==> config.mk <==
export PLATFORM = sky130hd
export DESIGN_NAME = exec_core
export DESIGN_NICKNAME = d
export VERILOG_FILES = /design/src/hdl/exec_pkg.sv /design/src/hdl/exec_alu.sv /design/src/hdl/exec_arith.sv /design/src/hdl/exec_bits.sv /design/src/hdl/exec_core.sv /design/src/hdl/exec_unit.sv
export VERILOG_INCLUDE_DIRS = /design/src /design/src/hdl
export SDC_FILE = /design/constraint.sdc
export NUM_CORES = 2
export LEC_CHECK = 0
export BUFFER_PORTS_ARGS = -buffer_cell sky130_fd_sc_hd__buf_2
export CAP_MARGIN = 20
export CORE_MARGIN = 5
export CORE_UTILIZATION = 50
export DETAILED_ROUTE_END_ITERATION = 10
export GPL_TIMING_DRIVEN = 0
export PLACE_DENSITY = 0.66
export REMOVE_ABC_BUFFERS = 1
export SYNTH_ARGS = -nofsm -noshare
export SYNTH_HDL_FRONTEND = slang
export SYNTH_SLANG_ARGS = --single-unit
==> constraint.sdc <==
create_clock -name clock -period 9.9 [get_ports clock]
set_input_delay 0.99 -clock clock [delete_from_list [all_inputs] [get_ports clock]]
set_output_delay 0.99 -clock clock [all_outputs]
set_load 0.03 [all_outputs]
==> src/hdl/exec_cfg.svh <==
// --------------------
// Width and latency settings for the execution stage.
// Include this header in any file that sizes vectors or
// depends on the ALU pipeline depth.
// --------------------

`ifndef EXEC_CFG_SVH
`define EXEC_CFG_SVH

// Operand and result word width
`define EXEC_DATA_WIDTH 32

// Opcode field width, wide enough for all sixteen operations
`define EXEC_OPCODE_WIDTH 4

// Destination register address width
`define EXEC_REG_ADDR_WIDTH 4

// Cycles from an accepted issue to stable ALU output.
// One operand register plus two unit stages, and also
// the depth of the opcode delay line in the execution unit
`define EXEC_ALU_STAGES 3

`endif

==> src/hdl/exec_pkg.sv <==
// --------------------
// Shared types for the execution stage.
// Holds the opcode encoding, the word typedefs and the
// issue and writeback records. Modules import it whole.
// --------------------

`include "exec_cfg.svh"

package exec_pkg;

    typedef logic [`EXEC_DATA_WIDTH-1:0] data_t;
    typedef logic [`EXEC_REG_ADDR_WIDTH-1:0] reg_addr_t;

    // Order fixes the encoding, NOP must stay at zero
    typedef enum logic [`EXEC_OPCODE_WIDTH-1:0] {
        NOP,
        ADD,
        SUB,
        MUL,
        ABS,
        SATP,
        SATN,
        LAND,
        LOR,
        LXOR,
        POPCNT,
        BSEL,
        BGT,
        BLE,
        BEQ,
        BNE
    } opcode_t;

    // One instruction as delivered by the issue port
    typedef struct packed {
        logic valid;
        opcode_t opcode;
        reg_addr_t dest;
        data_t operand_a;
        data_t operand_b;
    } issue_t;

    // One result headed for the register file
    typedef struct packed {
        logic valid;
        reg_addr_t dest;
        data_t data;
    } wb_t;

endpackage

==> src/hdl/exec_alu.sv <==
// --------------------
// ALU wrapper. Registers the incoming operation, feeds
// both units in parallel and carries the destination
// alongside. The final value is picked by the opcode that
// the execution unit has delayed to the last stage.
// --------------------

`timescale 1ns/1ps
`include "exec_cfg.svh"

module exec_alu import exec_pkg::*; (
    input logic clock,
    input logic rst_n,
    input opcode_t opcode,
    input reg_addr_t dest,
    input data_t operand_a,
    input data_t operand_b,
    input opcode_t select_op,
    output data_t alu_data,
    output reg_addr_t alu_dest
);

    opcode_t op_q;
    data_t a_q;
    data_t b_q;
    data_t arith_value;
    data_t bits_value;
    reg_addr_t dest_dly [`EXEC_ALU_STAGES];

    always_ff @(posedge clock or negedge rst_n) begin
        if (!rst_n) begin
            op_q <= NOP;
            a_q <= '0;
            b_q <= '0;
            for (int i = 0; i < `EXEC_ALU_STAGES; i++) begin
                dest_dly[i] <= '0;
            end
        end else begin
            op_q <= opcode;
            a_q <= operand_a;
            b_q <= operand_b;
            dest_dly[0] <= dest;
            for (int i = 1; i < `EXEC_ALU_STAGES; i++) begin
                dest_dly[i] <= dest_dly[i-1];
            end
        end
    end

    exec_arith i_arith (
        .clock(clock),
        .rst_n(rst_n),
        .opcode(op_q),
        .operand_a(a_q),
        .operand_b(b_q),
        .value(arith_value)
    );

    exec_bits i_bits (
        .clock(clock),
        .rst_n(rst_n),
        .opcode(op_q),
        .operand_a(a_q),
        .operand_b(b_q),
        .value(bits_value)
    );

    always_comb begin
        case (select_op)
            ADD, SUB, MUL, ABS, SATP, SATN: alu_data = arith_value;
            default: alu_data = bits_value;
        endcase
    end

    assign alu_dest = dest_dly[`EXEC_ALU_STAGES-1];

endmodule

==> src/hdl/exec_arith.sv <==
// --------------------
// Arithmetic half of the ALU.
// Two register stages: the first holds every candidate
// result, the second keeps the one the opcode asks for.
// Opcodes it does not own produce zero.
// --------------------

`timescale 1ns/1ps
`include "exec_cfg.svh"

module exec_arith import exec_pkg::*; (
    input logic clock,
    input logic rst_n,
    input opcode_t opcode,
    input data_t operand_a,
    input data_t operand_b,
    output data_t value
);

    logic signed [2*`EXEC_DATA_WIDTH-1:0] product_full;
    logic a_gt_b;
    logic a_lt_b;

    opcode_t op_q;
    data_t sum_q;
    data_t diff_q;
    data_t prod_q;
    data_t abs_q;
    data_t satp_q;
    data_t satn_q;

    assign product_full = $signed(operand_a) * $signed(operand_b);
    assign a_gt_b = $signed(operand_a) > $signed(operand_b);
    assign a_lt_b = $signed(operand_a) < $signed(operand_b);

    always_ff @(posedge clock or negedge rst_n) begin
        if (!rst_n) begin
            op_q <= NOP;
            sum_q <= '0;
            diff_q <= '0;
            prod_q <= '0;
            abs_q <= '0;
            satp_q <= '0;
            satn_q <= '0;
        end else begin
            op_q <= opcode;
            sum_q <= operand_a + operand_b;
            diff_q <= operand_a - operand_b;
            // Only the low word survives, so large products wrap
            prod_q <= product_full[`EXEC_DATA_WIDTH-1:0];
            abs_q <= operand_a[`EXEC_DATA_WIDTH-1] ? -operand_a : operand_a;
            // b acts as the upper bound for SATP and the lower bound for SATN
            satp_q <= a_gt_b ? operand_b : operand_a;
            satn_q <= a_lt_b ? operand_b : operand_a;
        end
    end

    always_ff @(posedge clock or negedge rst_n) begin
        if (!rst_n) begin
            value <= '0;
        end else begin
            case (op_q)
                ADD: value <= sum_q;
                SUB: value <= diff_q;
                MUL: value <= prod_q;
                ABS: value <= abs_q;
                SATP: value <= satp_q;
                SATN: value <= satn_q;
                default: value <= '0;
            endcase
        end
    end

endmodule

==> src/hdl/exec_bits.sv <==
// --------------------
// Logic and compare half of the ALU.
// Same two-stage shape as the arithmetic unit. Compares
// are signed and return their truth in bit 0 only.
// --------------------

`timescale 1ns/1ps
`include "exec_cfg.svh"

module exec_bits import exec_pkg::*; (
    input logic clock,
    input logic rst_n,
    input opcode_t opcode,
    input data_t operand_a,
    input data_t operand_b,
    output data_t value
);

    localparam int SEL_WIDTH = $clog2(`EXEC_DATA_WIDTH);

    function automatic data_t popcount(input data_t word);
        data_t count;
        count = '0;
        for (int i = 0; i < `EXEC_DATA_WIDTH; i++) begin
            count = count + data_t'(word[i]);
        end
        return count;
    endfunction

    opcode_t op_q;
    data_t and_q;
    data_t or_q;
    data_t xor_q;
    data_t popcnt_q;
    logic bsel_q;
    logic gt_q;
    logic eq_q;

    always_ff @(posedge clock or negedge rst_n) begin
        if (!rst_n) begin
            op_q <= NOP;
            and_q <= '0;
            or_q <= '0;
            xor_q <= '0;
            popcnt_q <= '0;
            bsel_q <= 1'b0;
            gt_q <= 1'b0;
            eq_q <= 1'b0;
        end else begin
            op_q <= opcode;
            and_q <= operand_a & operand_b;
            or_q <= operand_a | operand_b;
            xor_q <= operand_a ^ operand_b;
            popcnt_q <= popcount(operand_a);
            bsel_q <= operand_a[operand_b[SEL_WIDTH-1:0]];
            // BLE and BNE are taken as the inverse of these two
            gt_q <= $signed(operand_a) > $signed(operand_b);
            eq_q <= operand_a == operand_b;
        end
    end

    always_ff @(posedge clock or negedge rst_n) begin
        if (!rst_n) begin
            value <= '0;
        end else begin
            case (op_q)
                LAND: value <= and_q;
                LOR: value <= or_q;
                LXOR: value <= xor_q;
                POPCNT: value <= popcnt_q;
                BSEL: value <= data_t'(bsel_q);
                BGT: value <= data_t'(gt_q);
                BLE: value <= data_t'(!gt_q);
                BEQ: value <= data_t'(eq_q);
                BNE: value <= data_t'(!eq_q);
                default: value <= '0;
            endcase
        end
    end

endmodule

==> src/hdl/exec_core.sv <==
// --------------------
// Top level of the execution stage.
// Takes at most one instruction per cycle on the issue
// port and returns results in order on the writeback
// port four cycles later. Neither side can stall.
// --------------------

`timescale 1ns/1ps

module exec_core import exec_pkg::*; (
    input logic clock,
    input logic rst_n,
    input issue_t issue,
    output wb_t wb
);

    issue_t issue_w;
    wb_t wb_w;

    assign issue_w = issue;
    assign wb = wb_w;

    exec_unit i_unit (
        .clock(clock),
        .rst_n(rst_n),
        .issue(issue_w),
        .wb(wb_w)
    );

endmodule

==> src/hdl/exec_unit.sv <==
// --------------------
// Execution unit. Runs each issued instruction through
// the ALU and shapes the result into a writeback record
// one cycle after the ALU output settles. Compares are
// widened to a full mask and NOP yields no record.
// --------------------

`timescale 1ns/1ps
`include "exec_cfg.svh"

module exec_unit import exec_pkg::*; (
    input logic clock,
    input logic rst_n,
    input issue_t issue,
    output wb_t wb
);

    opcode_t issue_op;
    opcode_t op_dly [`EXEC_ALU_STAGES];
    data_t alu_data;
    reg_addr_t alu_dest;

    // An empty issue slot travels down the pipe as a bubble
    assign issue_op = issue.valid ? issue.opcode : NOP;

    always_ff @(posedge clock or negedge rst_n) begin
        if (!rst_n) begin
            for (int i = 0; i < `EXEC_ALU_STAGES; i++) begin
                op_dly[i] <= NOP;
            end
        end else begin
            op_dly[0] <= issue_op;
            for (int i = 1; i < `EXEC_ALU_STAGES; i++) begin
                op_dly[i] <= op_dly[i-1];
            end
        end
    end

    exec_alu i_alu (
        .clock(clock),
        .rst_n(rst_n),
        .opcode(issue_op),
        .dest(issue.dest),
        .operand_a(issue.operand_a),
        .operand_b(issue.operand_b),
        .select_op(op_dly[`EXEC_ALU_STAGES-1]),
        .alu_data(alu_data),
        .alu_dest(alu_dest)
    );

    always_ff @(posedge clock or negedge rst_n) begin
        if (!rst_n) begin
            wb <= '0;
        end else begin
            case (op_dly[`EXEC_ALU_STAGES-1])
                NOP: begin
                    wb <= '0;
                end
                BGT, BLE, BEQ, BNE: begin
                    wb.valid <= 1'b1;
                    wb.dest <= alu_dest;
                    wb.data <= alu_data[0] ? '1 : '0;
                end
                default: begin
                    wb.valid <= 1'b1;
                    wb.dest <= alu_dest;
                    wb.data <= alu_data;
                end
            endcase
        end
    end

endmodule

==> metrics.md <==
| Metric | Value |
|---|---|
| Status | `completed` |
| Syn Inst Count | `3526` |
| H-tree depth | `2` |
| Hold WS | `0.177 ns` |
| Crit share post-route | `94.0%` |
| Post-DP HPWL | `85000 µm` |
| Final core utilization | `56.1%` |
| Post-Syn Area | `0.0360 mm²` |
| Cts hold-fix bufs | `0` |
| Gr ovfl total | `0` |
| Final worst slack | `0.599 ns` |
| WL per Instance | `24.8 µm` |
| Max Fclk | `0.108 GHz` |
| Most common cell after layout, fill and taps aside | `inv_1` |
| Routed Antenna Nets | `0` |
| RePlAce Congestion | `0.930` |
| Crit-path max FO | `16` |
| Maxcap violations | `0` |
| Critical path's most frequent cell | `fa_1` |
| Setup CP Type | `flip-flop to flip-flop` |
| Crit start category | `flip-flop` |
| Max incr delay on CP | `1.17 ns` |
| Die ar. | `0.0775 mm²` |
| Number of synthesized flops with an enable pin | `0` |
| Area grow syn2layout | `11.4%` |
| Antenna violations before repair | `1` |
| Global Route Usage Sum | `29.4%` |
| Starting Density | `50.4%` |
| TritonRoute pass-1 iters | `8` |
| Most frequent cells in the layout | `inv_1, dfrtp_1, fa_1, nor2_1, nand2_1` |
| Die W | `278 µm` |
| Cell family with most CP delay | `adder cells` |
| Sinks on Clock Net | `483` |
| Final setup fails | `0` |
| CP required | `10.36 ns` |
| 1st-iter DRT viols | `2524` |
| Synth top area share | `33.6%` |
| Sequential share of the synthesized area | `33.6%` |
| CTS tree | `built` |
| CP Capture Type | `flip-flop` |
| R2R Setup Slk | `0.60 ns` |
| Number of synthesized register bits | `483` |
| Slowest CP cell | `dfrtp_1` |
| Slew @ Worst Pin | `1.26 ns` |
| Async SR Flop Fraction | `100%` |
| Share of cells above drive strength 1 | `8.50%` |
| Top cells by area, synth | `dfrtp_1, fa_1, ha_1, inv_1, nor2_1` |
| Final wirelength | `113000 µm` |
| Buffer depth of the longest clock path | `3` |
| Fill cells | `6109` |
| Final nets | `4322` |
| Fin crit period | `9.30 ns` |
| R2R cell count | `25` |
| Vias per std cell | `5.72` |
| Place WS | `0.0635 ns` |
| Clock-pin transition on the worst setup and hold timing paths | `0.07 ns` |
| Yosys Warn Count | `0` |
| RSZ-0062 raised after global routing | `false` |
| Max-slew headroom | `16.1%` |
| RR Startpoint | `i_unit.i_alu.a_q[14]$_DFF_PN0_` |
| Core area | `0.0715 mm²` |
| Final hold violation count | `0` |
| Num CTS Buffers | `52` |
| Main synth FF type | `dfrtp_1` |
| Largest net degree at the start of global routing | `124` |
| Count of cell types in the netlist | `66` |
| Root Buffer | `clkbuf_16` |
| Reg area | `0.0121 mm²` |
| I/O pin count | `112` |
| Skew final | `0.0662 ns` |
| Buffers added on ports | `111` |
| Worst Path Buf+Inv | `6` |
| Area occupied by multi-input gates | `0.0210 mm²` |
| Height of the die | `278 µm` |
| Area leader, netlist | `dfrtp_1` |
| Post-Syn Area per Cell | `10.2 µm²` |
| Min-delay worst type | `input port to asynchronous set/reset pin` |
| Number of remaining DRC errors | `0` |
| CP arrival | `9.76 ns` |
| Row Count | `98` |
| Max-slew violations | `0` |
| First-pass GRT wire length | `171000 µm` |
| Number of global-route vias before repair | `27.3k` |
| R2r endpoint | `i_unit.i_alu.i_arith.prod_q[31]$_DFF_PN0_` |
| Via count | `26.1k` |
| Worst skew pair latency | `0.65 ns` |
-- synth_stat cells (10+ instances only) --
library cell / instances
inv_1: 604
dfrtp_1: 483
fa_1: 434
nor2_1: 411
nand2_1: 277
ha_1: 255
clkbuf_1: 165
xnor2_1: 147
o21ai_0: 110
a22oi_1: 105
a21oi_1: 75
mux2i_1: 64
nand3_1: 52
a222oi_1: 27
nor3_1: 25
nor2b_1: 21
xor2_1: 21
a21o_1: 18
buf_1: 18
nor4_1: 16
nand2b_1: 14
o21a_1: 13
o21bai_1: 12
o31ai_1: 12
a211oi_1: 10
and3_1: 10
mux4_2: 10
or3_1: 10
-- what timing repair did --
action / CTS / global route
resized for setup: 0 / 5
setup buffers: 0 / 0
setup endpoints to repair: 0 / 1
-- registers in the layout, summed over array words and instances, names as in the netlist --
signal	count
i_unit.i_alu.i_bits.or_q	32
i_unit.i_alu.i_bits.gt_q	1
i_unit.i_alu.dest_dly	8
i_unit.op_dly	12
i_unit.i_alu.i_arith.satn_q	32
i_unit.i_alu.i_bits.xor_q	32
i_unit.i_alu.i_bits.eq_q	1
i_unit.i_alu.i_bits.bsel_q	1
i_unit.i_alu.i_bits.popcnt_q	6
i_unit.i_alu.i_arith.value	32
i_unit.i_alu.i_bits.value	32
i_unit.i_alu.i_arith.diff_q	31
i_unit.i_alu.i_bits.and_q	32
i_unit.i_alu.i_arith.sum_q	31
i_unit.i_alu.b_q	32
i_unit.i_alu.i_arith.satp_q	32
i_unit.i_alu.i_arith.prod_q	31
i_unit.wb	37
i_unit.i_alu.a_q	32
i_unit.i_alu.alu_dest	4
i_unit.i_alu.i_arith.abs_q	32
-- stage by stage --
stage / area [µm²] / std cells / TNS [ns]
2_1_floorplan: 35300 / 3341 / 0
3_3_place_gp: 37000 / 4402 / -1103.99
3_5_place_dp: 38100 / 4453 / 0
4_1_cts: 40000 / 4550 / 0
5_1_grt: 40100 / 4551 / 0
6_report: 40100 / 4552 / 0
-- how the worst max path moves through the flow --
stage / startpoint / endpoint / depth (start not counted)
after global placement: i_unit.i_alu.a_q[5]$_DFF_PN0_ / i_unit.i_alu.i_arith.satp_q[12]$_DFF_PN0_ / 9
after detailed placement: i_unit.i_alu.a_q[11]$_DFF_PN0_ / i_unit.i_alu.i_arith.prod_q[31]$_DFF_PN0_ / 24
final: i_unit.i_alu.a_q[14]$_DFF_PN0_ / i_unit.i_alu.i_arith.prod_q[31]$_DFF_PN0_ / 25
after CTS: i_unit.i_alu.a_q[11]$_DFF_PN0_ / i_unit.i_alu.i_arith.prod_q[31]$_DFF_PN0_ / 24
after global routing: i_unit.i_alu.a_q[15]$_DFF_PN0_ / i_unit.i_alu.i_arith.prod_q[31]$_DFF_PN0_ / 25
after floorplan: i_unit.i_alu.a_q[6]$_DFF_PN0_ / i_unit.i_alu.i_arith.satp_q[0]$_DFF_PN0_ / 9
-- layout make-up --
class	instances	share of cell area [%]
multi-input cells	2244	52.4
flip-flops and latches	483	30.2
inverters	614	5.75
repair buffers	163	3.92
clock buffers	65	3.54
well taps	950	2.97
clock inverters	32	1.29
diodes	1	0.00624
-- layer usage --
layer / GRT usage (%) / wire (µm) / vias to the layer above
met5: 0 / 0 / -
met4: 12.2 / 5670 / 0
met3: 6.30 / 11100 / 303
met2: 47.9 / 52900 / 1319
met1: 38.7 / 43000 / 13300
li1: - / - / 11200
-- cell families after synthesis --
logic type                 after synthesis  synth area share [%]
adders and majority gates              689                  33.0
xor gates and xnor gates               168                  4.09
AOI/OAI and AO/OA                      441                  8.29
DFF                                    483                  33.6
buffers and inverters                  799                  8.36
muxes                                   75                  2.44
and+or+nand+nor                        871                  10.2
Power is left out: the tool's default activity adds up to more than one toggle a clock period on the data nets, which glitch-free logic cannot reach.
